$ cat src/cpu_bus_pkg.sv
package cpu_bus_pkg;

    localparam int ADDR_W = 32;
    localparam int DATA_W = 32;
    localparam int ID_W   = 4;

    localparam logic [ID_W-1:0] INST_ID = 4'd0; // Instruction fetch
    localparam logic [ID_W-1:0] DATA_ID = 4'd1; // Loads and stores

    // Bytes per beat, log2 encoded
    typedef logic [2:0] size_t;
    localparam size_t SIZE_BYTE = 3'd0;
    localparam size_t SIZE_HALF = 3'd1;
    localparam size_t SIZE_WORD = 3'd2;

    typedef logic [1:0] resp_t;
    localparam resp_t RESP_OKAY   = 2'b00;
    localparam resp_t RESP_SLVERR = 2'b10;

    typedef struct packed {
        logic [ADDR_W-1:0] addr;
    } fetch_req_t;

    typedef struct packed {
        logic [ADDR_W-1:0] addr;
        size_t             size;
    } load_req_t;

    typedef struct packed {
        logic [ADDR_W-1:0]   addr;
        logic [DATA_W-1:0]   data;
        logic [DATA_W/8-1:0] strb;
    } store_req_t;

    typedef struct packed {
        logic [DATA_W-1:0] data;
        resp_t             resp;
    } rd_rsp_t;

    typedef struct packed {
        resp_t resp;
    } wr_rsp_t;

    // Also used for aw
    typedef struct packed {
        logic [ID_W-1:0]   id;
        logic [ADDR_W-1:0] addr;
        size_t             size;
    } ar_chan_t;

    typedef struct packed {
        logic [ID_W-1:0]   id;
        logic [DATA_W-1:0] data;
        resp_t             resp;
    } r_chan_t;

    typedef struct packed {
        logic [DATA_W-1:0]   data;
        logic [DATA_W/8-1:0] strb;
    } w_chan_t;

    typedef struct packed {
        logic [ID_W-1:0] id;
        resp_t           resp;
    } b_chan_t;

endpackage

$ cat src/read_arbiter.sv
`timescale 1ns/1ns

module read_arbiter (
    input  logic                    clk,
    input  logic                    rst,
    input  cpu_bus_pkg::fetch_req_t fetch_req,
    input  logic                    fetch_req_valid,
    output logic                    fetch_req_ready,
    input  cpu_bus_pkg::load_req_t  load_req,
    input  logic                    load_req_valid,
    output logic                    load_req_ready,
    output cpu_bus_pkg::ar_chan_t   ar,
    output logic                    ar_valid,
    input  logic                    ar_ready,
    input  logic                    retire_inst,
    input  logic                    retire_data
);
    import cpu_bus_pkg::*;

    logic inst_busy;
    logic data_busy;
    logic load_take;
    logic fetch_take;
    logic ar_fire;

    // One ar slot, one outstanding read per ID
    assign load_req_ready  = !ar_valid && !data_busy;
    assign load_take       = load_req_valid && load_req_ready;
    assign fetch_req_ready = !ar_valid && !inst_busy && !load_take; // Load wins
    assign fetch_take      = fetch_req_valid && fetch_req_ready;
    assign ar_fire         = ar_valid && ar_ready;

    always_ff @(posedge clk) begin
        if (rst) begin
            ar_valid <= 1'b0;
        end else if (load_take || fetch_take) begin
            ar_valid <= 1'b1;
        end else if (ar_ready) begin
            ar_valid <= 1'b0;
        end
    end

    always_ff @(posedge clk) begin
        if (load_take) begin
            ar.id   <= DATA_ID;
            ar.addr <= load_req.addr;
            ar.size <= load_req.size;
        end else if (fetch_take) begin
            ar.id   <= INST_ID;
            ar.addr <= {fetch_req.addr[ADDR_W-1:2], 2'b00}; // Word aligned
            ar.size <= SIZE_WORD;
        end
    end

    // Outstanding from ar handshake until the r beat retires
    always_ff @(posedge clk) begin
        if (rst) begin
            inst_busy <= 1'b0;
            data_busy <= 1'b0;
        end else begin
            if (retire_inst) begin
                inst_busy <= 1'b0;
            end
            if (retire_data) begin
                data_busy <= 1'b0;
            end
            if (ar_fire && ar.id == INST_ID) begin
                inst_busy <= 1'b1;
            end
            if (ar_fire && ar.id == DATA_ID) begin
                data_busy <= 1'b1;
            end
        end
    end

endmodule

$ cat src/read_response_router.sv
`timescale 1ns/1ns

module read_response_router (
    input  logic                 clk,
    input  logic                 rst,
    input  cpu_bus_pkg::r_chan_t r,
    input  logic                 r_valid,
    output logic                 r_ready,
    output cpu_bus_pkg::rd_rsp_t fetch_rsp,
    output logic                 fetch_rsp_valid,
    input  logic                 fetch_rsp_ready,
    output cpu_bus_pkg::rd_rsp_t load_rsp,
    output logic                 load_rsp_valid,
    input  logic                 load_rsp_ready,
    output logic                 retire_inst,
    output logic                 retire_data
);
    import cpu_bus_pkg::*;

    // Slot 0 holds fetch replies, slot 1 load replies
    rd_rsp_t    buf_q [2];
    logic [1:0] buf_valid;
    logic [1:0] hit;
    logic [1:0] pop;
    logic [1:0] room;
    logic [1:0] take;

    assign hit[0]  = (r.id == INST_ID);
    assign hit[1]  = (r.id == DATA_ID);
    assign pop     = {load_rsp_ready, fetch_rsp_ready};
    assign room    = ~buf_valid | pop; // Empty or draining this cycle
    assign r_ready = r_valid && |(hit & room);
    assign take    = {2{r_valid && r_ready}} & hit;

    assign retire_inst = take[0];
    assign retire_data = take[1];

    always_ff @(posedge clk) begin
        for (int i = 0; i < 2; i++) begin
            if (take[i]) begin
                buf_q[i].data <= r.data;
                buf_q[i].resp <= r.resp;
            end
        end
    end

    always_ff @(posedge clk) begin
        if (rst) begin
            buf_valid <= 2'b00;
        end else begin
            buf_valid <= take | (buf_valid & ~pop);
        end
    end

    assign fetch_rsp       = buf_q[0];
    assign fetch_rsp_valid = buf_valid[0];
    assign load_rsp        = buf_q[1];
    assign load_rsp_valid  = buf_valid[1];

endmodule

$ cat src/write_channel.sv
`timescale 1ns/1ns

module write_channel (
    input  logic                    clk,
    input  logic                    rst,
    input  cpu_bus_pkg::store_req_t store_req,
    input  logic                    store_req_valid,
    output logic                    store_req_ready,
    output cpu_bus_pkg::ar_chan_t   aw,
    output logic                    aw_valid,
    input  logic                    aw_ready,
    output cpu_bus_pkg::w_chan_t    w,
    output logic                    w_valid,
    input  logic                    w_ready,
    input  cpu_bus_pkg::b_chan_t    b,
    input  logic                    b_valid,
    output logic                    b_ready,
    output cpu_bus_pkg::wr_rsp_t    store_rsp,
    output logic                    store_rsp_valid,
    input  logic                    store_rsp_ready
);
    import cpu_bus_pkg::*;

    typedef enum logic [1:0] {
        ST_IDLE,
        ST_SEND,   // aw and w in flight
        ST_WAIT_B,
        ST_RSP
    } state_t;

    state_t state;
    logic   accept;
    logic   aw_done;
    logic   w_done;

    assign store_req_ready = (state == ST_IDLE);
    assign accept          = store_req_valid && store_req_ready;
    assign aw_done         = !aw_valid || aw_ready;
    assign w_done          = !w_valid || w_ready;
    assign b_ready         = (state == ST_WAIT_B);
    assign store_rsp_valid = (state == ST_RSP);

    always_ff @(posedge clk) begin
        if (rst) begin
            state    <= ST_IDLE;
            aw_valid <= 1'b0;
            w_valid  <= 1'b0;
        end else begin
            case (state)
                ST_IDLE: begin
                    if (accept) begin
                        state    <= ST_SEND;
                        aw_valid <= 1'b1;
                        w_valid  <= 1'b1;
                    end
                end
                ST_SEND: begin
                    if (aw_ready) begin
                        aw_valid <= 1'b0;
                    end
                    if (w_ready) begin
                        w_valid <= 1'b0;
                    end
                    if (aw_done && w_done) begin
                        state <= ST_WAIT_B;
                    end
                end
                ST_WAIT_B: begin
                    if (b_valid) begin
                        state <= ST_RSP;
                    end
                end
                default: begin
                    if (store_rsp_ready) begin
                        state <= ST_IDLE;
                    end
                end
            endcase
        end
    end

    always_ff @(posedge clk) begin
        if (accept) begin
            aw.id   <= DATA_ID;
            aw.addr <= store_req.addr;
            aw.size <= SIZE_WORD;
            w.data  <= store_req.data;
            w.strb  <= store_req.strb; // Byte lanes select the store width
        end
        if (b_valid && b_ready) begin
            store_rsp.resp <= b.resp;
        end
    end

endmodule

$ cat src/cpu_bus_bridge.sv
`timescale 1ns/1ns

module cpu_bus_bridge (
    input  logic                    clk,
    input  logic                    rst,
    input  cpu_bus_pkg::fetch_req_t fetch_req,
    input  logic                    fetch_req_valid,
    output logic                    fetch_req_ready,
    output cpu_bus_pkg::rd_rsp_t    fetch_rsp,
    output logic                    fetch_rsp_valid,
    input  logic                    fetch_rsp_ready,
    input  cpu_bus_pkg::load_req_t  load_req,
    input  logic                    load_req_valid,
    output logic                    load_req_ready,
    output cpu_bus_pkg::rd_rsp_t    load_rsp,
    output logic                    load_rsp_valid,
    input  logic                    load_rsp_ready,
    input  cpu_bus_pkg::store_req_t store_req,
    input  logic                    store_req_valid,
    output logic                    store_req_ready,
    output cpu_bus_pkg::wr_rsp_t    store_rsp,
    output logic                    store_rsp_valid,
    input  logic                    store_rsp_ready,
    output cpu_bus_pkg::ar_chan_t   ar,
    output logic                    ar_valid,
    input  logic                    ar_ready,
    input  cpu_bus_pkg::r_chan_t    r,
    input  logic                    r_valid,
    output logic                    r_ready,
    output cpu_bus_pkg::ar_chan_t   aw,
    output logic                    aw_valid,
    input  logic                    aw_ready,
    output cpu_bus_pkg::w_chan_t    w,
    output logic                    w_valid,
    input  logic                    w_ready,
    input  cpu_bus_pkg::b_chan_t    b,
    input  logic                    b_valid,
    output logic                    b_ready
);

    logic retire_inst; // Frees the fetch ID
    logic retire_data;

    read_arbiter u_read_arbiter (
        .clk             (clk),
        .rst             (rst),
        .fetch_req       (fetch_req),
        .fetch_req_valid (fetch_req_valid),
        .fetch_req_ready (fetch_req_ready),
        .load_req        (load_req),
        .load_req_valid  (load_req_valid),
        .load_req_ready  (load_req_ready),
        .ar              (ar),
        .ar_valid        (ar_valid),
        .ar_ready        (ar_ready),
        .retire_inst     (retire_inst),
        .retire_data     (retire_data)
    );

    read_response_router u_read_response_router (
        .clk             (clk),
        .rst             (rst),
        .r               (r),
        .r_valid         (r_valid),
        .r_ready         (r_ready),
        .fetch_rsp       (fetch_rsp),
        .fetch_rsp_valid (fetch_rsp_valid),
        .fetch_rsp_ready (fetch_rsp_ready),
        .load_rsp        (load_rsp),
        .load_rsp_valid  (load_rsp_valid),
        .load_rsp_ready  (load_rsp_ready),
        .retire_inst     (retire_inst),
        .retire_data     (retire_data)
    );

    write_channel u_write_channel (
        .clk             (clk),
        .rst             (rst),
        .store_req       (store_req),
        .store_req_valid (store_req_valid),
        .store_req_ready (store_req_ready),
        .aw              (aw),
        .aw_valid        (aw_valid),
        .aw_ready        (aw_ready),
        .w               (w),
        .w_valid         (w_valid),
        .w_ready         (w_ready),
        .b               (b),
        .b_valid         (b_valid),
        .b_ready         (b_ready),
        .store_rsp       (store_rsp),
        .store_rsp_valid (store_rsp_valid),
        .store_rsp_ready (store_rsp_ready)
    );

endmodule

$ cat config.mk
export PLATFORM = sky130hd
export DESIGN_NAME = cpu_bus_bridge
export DESIGN_NICKNAME = d
export VERILOG_FILES = /design/src/cpu_bus_pkg.sv /design/src/read_arbiter.sv /design/src/read_response_router.sv /design/src/write_channel.sv /design/src/cpu_bus_bridge.sv
export SDC_FILE = /design/constraint.sdc
export NUM_CORES = 1
export LEC_CHECK = 0
export BUFFER_PORTS_ARGS = -buffer_cell sky130_fd_sc_hd__buf_4
export CAP_MARGIN = 30
export CORE_AREA = 2 2 152 154
export CTS_CLUSTER_SIZE = 30
export DETAILED_ROUTE_END_ITERATION = 7
export DIE_AREA = 0 0 154 156
export PLACE_DENSITY_LB_ADDON = 0.3
export SLEW_MARGIN = 0
export SYNTH_ARGS = -nofsm -noshare
export SYNTH_HDL_FRONTEND = slang
export SYNTH_HIERARCHICAL = 1
export SYNTH_SLANG_ARGS = --single-unit
$ cat constraint.sdc
create_clock -name clk -period 10.3 [get_ports clk]
set_input_delay 0.515 -clock clk [delete_from_list [all_inputs] [get_ports clk]]
set_output_delay 0.515 -clock clk [all_outputs]
set_load 0.02 [all_outputs]
**Word-level counts from Yosys, hierarchy flattened**

Memories as Yosys holds them, arrays and structs flattened.
Index checks and enable logic that the tools add are counted.

- Add/sub/neg operators: 0
- Multipliers: 0
- Div/mod/pow operators: 0
- $lt $le $gt $ge: 0
- Eq/ne operators: 9
- Shift operators: 0
- Multiplexer cells: 25
- Bitwise operators: 7
- Reduce and logical (&&, ||, !) cells: 36

Operator list:

| kind | count |
|---|---|
| two-way mux 35 bit | 2 |
| two-way mux 34 bit | 1 |
| OR reduction 34 bit | 1 |
| two-way mux 1 bit | 15 |
| logical AND 1 bit | 13 |
| nonzero test 2 bit | 5 |
| logical NOT 4 bit | 2 |
| two-way mux 2 bit | 4 |
| != test 2 bit, second input constant | 4 |
| AND 2 bit | 3 |
| logical NOT 1 bit | 6 |
| case mux 2 bit (3 select lines) | 1 |
| AND reduction 3 bit | 2 |
| == test 2 bit, second input constant | 2 |
| == test 4 x 1 -> 1 bit, second input constant | 1 |
| NOT 2 bit | 2 |
| bitwise OR 2 bit | 2 |
| case mux 1 bit (2 select lines) | 2 |
| AND reduction 4 bit | 1 |
| nonzero test 4 bit | 1 |
| logical OR 1 bit | 3 |
| == test 2 x 1 -> 1 bit, second input constant | 1 |
| logical NOT 2 bit | 1 |
| != test 2 x 1 -> 1 bit, second input constant | 1 |
| OR reduction 2 bit | 1 |

- Flip-flop bits (word level): 115
- Latch bits: 0
- RAM bits: 68
- ROM bits: 0
- Input bits: 192
- Memories kept: 1

Memory list:

| memory | words | width | read ports | clocked after memory_dff | write ports | line | text |
|---|---|---|---|---|---|---|---|
| u_read_response_router.buf_q | 2 | 34 | 2 | 0 | 1 | read_response_router.sv:21 | `rd_rsp_t buf_q [2];` |

**Depth between registers and ports, before layout**

- Depth after elaboration: 11
- Depth in mapped cells: 6

**Cells and area by module**

Netlist, hierarchy kept.

By module, submodules not included:

| module | times used | cells an instance | area each (um^2) |
|---|---|---|---|
| write_channel | 1 | 116 | 2464.9 |
| read_response_router | 1 | 82 | 2169.6 |
| read_arbiter | 1 | 97 | 1791.7 |

**Worst setup path before layout**

Ideal clock, no wire load.

- Path type: input port to flip-flop
- Start point: input port r[35] (netlist name)
- End point: memory u_read_response_router/buf_q[1][0] (netlist name) (enable)
- Setup time: 476 ps
- Data arrival time: 3657 ps
- Data required time: 9824 ps
- Slack: 6167 ps
- Cell stages on the path: 2
- Cell sequence: or4b_4 > nor3b_1

- Word-level cells in the longest chain between the ends: 10
- Elaborated cells on any way between the ends: 14
- Classes of those cells: 1 x eq/ne; 6 x mux; 2 x bitwise; 5 x reduce/logical

Ends and longest elaborated chain:

| item | line | text |
|---|---|---|
| start: declaration | cpu_bus_bridge.sv:27 | `input cpu_bus_pkg::r_chan_t r,` |
| == test 4 x 1 -> 1 bit / logical NOT 4 bit (equally long branches) | read_response_router.sv:29, read_response_router.sv:28 |  |
| AND 2 bit | read_response_router.sv:32 | `assign r_ready = r_valid && \|(hit & room);` |
| OR reduction 2 bit | read_response_router.sv:32 |  |
| logical AND 1 bit | read_response_router.sv:32 |  |
| logical AND 1 bit | read_response_router.sv:33 | `assign take = {2{r_valid && r_ready}} & hit;` |
| AND 2 bit * | read_response_router.sv:33 |  |
| net retire_data | cpu_bus_bridge.sv:42 | `logic retire_data;` |
| two-way mux 1 bit * | read_response_router.sv:40 | `if (take[i]) begin` |
| two-way mux 1 bit (not written as such) * | read_response_router.sv:41, read_response_router.sv:42 |  |
| OR reduction 34 bit (no source line) | -- |  |
| two-way mux 1 bit (no source line) | -- |  |
| end: declaration | read_response_router.sv:21 |  |

Mark *: on every way through the listed nets, which the timed path passes. The rest lies on a longest branch.

**Final worst setup path**

- Start point: register u_read_arbiter.ar_valid
- End point: output port fetch_req_ready

- Word-level cells in the longest chain between the ends: 5
- Elaborated cells on any way between the ends: 6
- Classes of those cells: 6 x reduce/logical

Ends and longest elaborated chain:

| item | line | text |
|---|---|---|
| start: declaration | read_arbiter.sv:13 | `output logic ar_valid,` |
| start signal: assignment | read_arbiter.sv:35 | `ar_valid <= 1'b0;` |
| start signal: assignment | read_arbiter.sv:37 | `ar_valid <= 1'b1;` |
| start signal: assignment | read_arbiter.sv:39 | `ar_valid <= 1'b0;` |
| logical NOT 1 bit * | read_arbiter.sv:27, read_arbiter.sv:29 |  |
| logical AND 1 bit | read_arbiter.sv:27 | `assign load_req_ready = !ar_valid && !data_busy;` |
| logical AND 1 bit | read_arbiter.sv:28 | `assign load_take = load_req_valid && load_req_ready;` |
| logical NOT 1 bit | read_arbiter.sv:29 | `assign fetch_req_ready = !ar_valid && !inst_busy && !load_take;` |
| logical AND 1 bit * | read_arbiter.sv:29 |  |
| end: declaration | cpu_bus_bridge.sv:8 | `output logic fetch_req_ready,` |

Mark *: on every way between the ends. The rest lies on a longest branch, timed or not.

==> results_dict.tcl <==
set metrics [dict create \
    drv_cap 0 \
    hpwl_um 12800 \
    cts-htree-levels 4 \
    r2r_slack_ns 8.27 \
    avgRoutedWirePerCell_um 16.8 \
    fin_skew_ns 0.0120 \
    hold_start "store_req[50]" \
    grtUsageMet3_pct 6.36 \
    clockBufferDepth 2 \
    stdcell_count 980 \
    hold_class "in -> reg" \
    top_usage_layer "met2" \
    outcome "completed" \
    grt_setup_unrepaired "no" \
    layout_min_cycle_time_ns 2.22 \
    worstRegToRegCells 3 \
    numCtsBuffers 17 \
    cts_hold_buf 0 \
    grt_overflow 0 \
    multiInputGateArea_sq_um 905 \
    initial_core_util_pct 28.7 \
    hold_viol_final 0 \
    period_share_pct 21.5 \
    synth_edf_count 173 \
    critPathKind "reg -> out" \
    area_growth_syn_to_layout_pct 57.2 \
    met1_usage_pct 14.0 \
    drt_pass1_iterations 3 \
    ant_nets 0 \
    wl_um 16500 \
    clk_pin_slew_ns 0.08 \
    yosysTopAreaCell "edfxtp_1" \
    synth_area_leaders "edfxtp_1 (81%), mux2_4 (6.8%), dfxtp_1 (3.1%), buf_4 (1.2%), ha_1 (0.78%)" \
    seq_area_sq_um 5400 \
    syn_area_sq_um 6430 \
    die_area_sq_um 24000 \
    ys.flop_type "edfxtp_1" \
    power.total_mw 2.08 \
    dp_slack_ns 8.04 \
    dieWidth_um 154 \
    synth-seq-cells 183 \
    cts_tree "yes" \
    cts-root-buf "clkbuf_16" \
    avgViaCountPerCell 4.15 \
    yosysMostFrequentCell "edfxtp_1" \
    core.rowCount 55 \
    grt_max_degree 69 \
    seq_area_frac_synth_pct 84.0 \
    syn_avg_cell_area_sq_um 21.8 \
    num-nets-final 878 \
    num_antenna_cells 0 \
    drtIter0Drc 126 \
    clk_latency_ns 0.42 \
    power.density_nw_per_um2 206 \
    setup_violations 0 \
    num_io_pins 387 \
    worst_pin_slew_ns 0.874 \
    grt_usage_pct 13.0 \
    port_buffers 370 \
    layout_setup_ws_ns 8.08 \
    critPathLaunchType "flop" \
    final_util_pct 45.2 \
    worstHoldPathCells 1 \
    drive_above_1_share_pct 64.3 \
    cp_data_arrival_time_ns 1.70 \
    tns_ns 0 \
    drv_slew 0 \
    syn_inst 295 \
    grt_pass1_wl_um 23500 \
    worstReg2RegEnd "u_read_arbiter/ar[23]" \
    synth_cell_types 37 \
    dp_cells 948 \
    yosys-top-cells-count "edfxtp_1 (173), mux2_4 (29), buf_4 (10), dfxtp_1 (10), inv_1 (6)" \
    gp_congestion 0.771 \
    die_y_um 156 \
    cts_resized 0 \
    hold_path_end "u_write_channel/aw[17]" \
    cts.sinks 183 \
    rr_startpoint "u_read_arbiter/ar_valid" \
    crit_path_end_kind "output port" \
    yosysWarnings 6 \
    use_met2_pct 22.8 \
    fillCellCount 1983 \
    timing.fmax_ghz 0.451 \
    drc_errors 0 \
    core_area_sq_um 22400 \
    max-vdd-ir-drop_uv 88.4 \
    critPathRequiredTime_ns 9.79 \
    path_max_fanout 9 \
    leakage_nw 4.26 \
    ys_async_sr_fraction_pct 0 \
    grt_antenna_before_repair 0 \
    grt_pass1_vias 4217 \
    max_slew_margin_pct 41.7 \
    cts_setup_buffers 0 \
    yosys.area.top_type_share_pct 80.8 \
    vias 4069 \
]
==> sequential cells by signal, indices dropped and copies added (netlist names) <==
register and flops:
u_read_arbiter/data_busy 1, u_write_channel/state 2, u_read_arbiter/ar 36, u_read_arbiter/inst_busy 1, u_write_channel/store_rsp 2, u_read_response_router/buf_valid 2
u_write_channel/aw 32, u_read_response_router/buf_q 68, u_write_channel/w_valid 1, u_write_channel/aw_valid 1, u_read_arbiter/ar_valid 1, u_write_channel/w 36
==> how the worst max path moves through the flow <==
stage	to	cells after the start	slack (ns)	startpoint
3_5_place_dp	u_read_response_router/buf_q[1][29]	4	8.04	r[35]
5_1_grt	fetch_req_ready	3	7.92	u_read_arbiter/ar_valid
4_1_cts	fetch_req_ready	3	8.04	u_read_arbiter/ar_valid
3_3_place_gp	u_read_arbiter/ar[10]	4	7.90	load_req_valid
6_report	fetch_req_ready	3	8.08	u_read_arbiter/ar_valid
2_1_floorplan	u_read_response_router/buf_q[1][0]	2	6.17	r[35]
==> critical path, stage by stage (launching register included) <==
cell and delay (ns):
dfxtp_1 0.39, nor3b_1 0.57, nor3_1 0.13, buf_4 0.19
==> layer usage <==
layer  part of all wire (%)  wire, um
met1                     36      5920
met2                     52      8530
met3                     11      1850
met4                    1.0       164
met5                      0         0
==> report_power, final <==
group,internal (mW),switching [mW]
combinational,0.205,0.266
clock,0.326,0.311
sequential,0.938,0.0318
total,1.47,0.608
==> logic make-up after synthesis <==
kind of cell	share of synthesized area [%]
AO/OA/AOI/OAI	1.85
adder cells (fa/ha/maj)	0.779
buffers and inverters	2.55
flip-flops	84.0
multiplexers	7.13
other	0.175
AND/OR/NAND/NOR	3.56
==> final cells by class <==
cell class              instances  area share [%]
repair buffers                375            28.1
inverters                       6           0.223
flip-flops and latches        183            53.4
clock buffers                  18            4.25
well taps                     285            3.53
clock inverters                14            1.57
multi-input cells              99            8.95
==> through the flow <==
stage | cell area, sq um | hold slack [ns]
finish | 10100 | 0.264
global route | 10100 | 0.229
CTS | 10100 | 0.234
detailed placement | 9510 | 0.479
global placement | 9490 | 0.470
floorplan | 6450 | 0.453
==> cells in the final DEF (no fill, tap or decap), types with 2 or more instances in the layout <==
master,netlist,final
buf_4,10,374
edfxtp_1,173,173
mux2_4,29,29
clkbuf_16,0,17
conb_1,3,10
dfxtp_1,10,10
inv_1,6,6
nand2_1,5,5
nor2_1,5,5
nand2b_1,5,5
inv_6,0,4
clkinv_8,0,4
and2_1,5,4
a21oi_1,4,4
ha_1,4,4
inv_8,0,3
nor2b_1,3,3
clkinv_4,0,2
or3b_2,1,2
nor3b_1,3,2
nor3_1,3,2
mux2_2,2,2
or2b_1,2,2
o2bb2ai_1,2,2
and2_2,1,2
o21ai_0,2,2
Power figures use the tool's default switching activity.
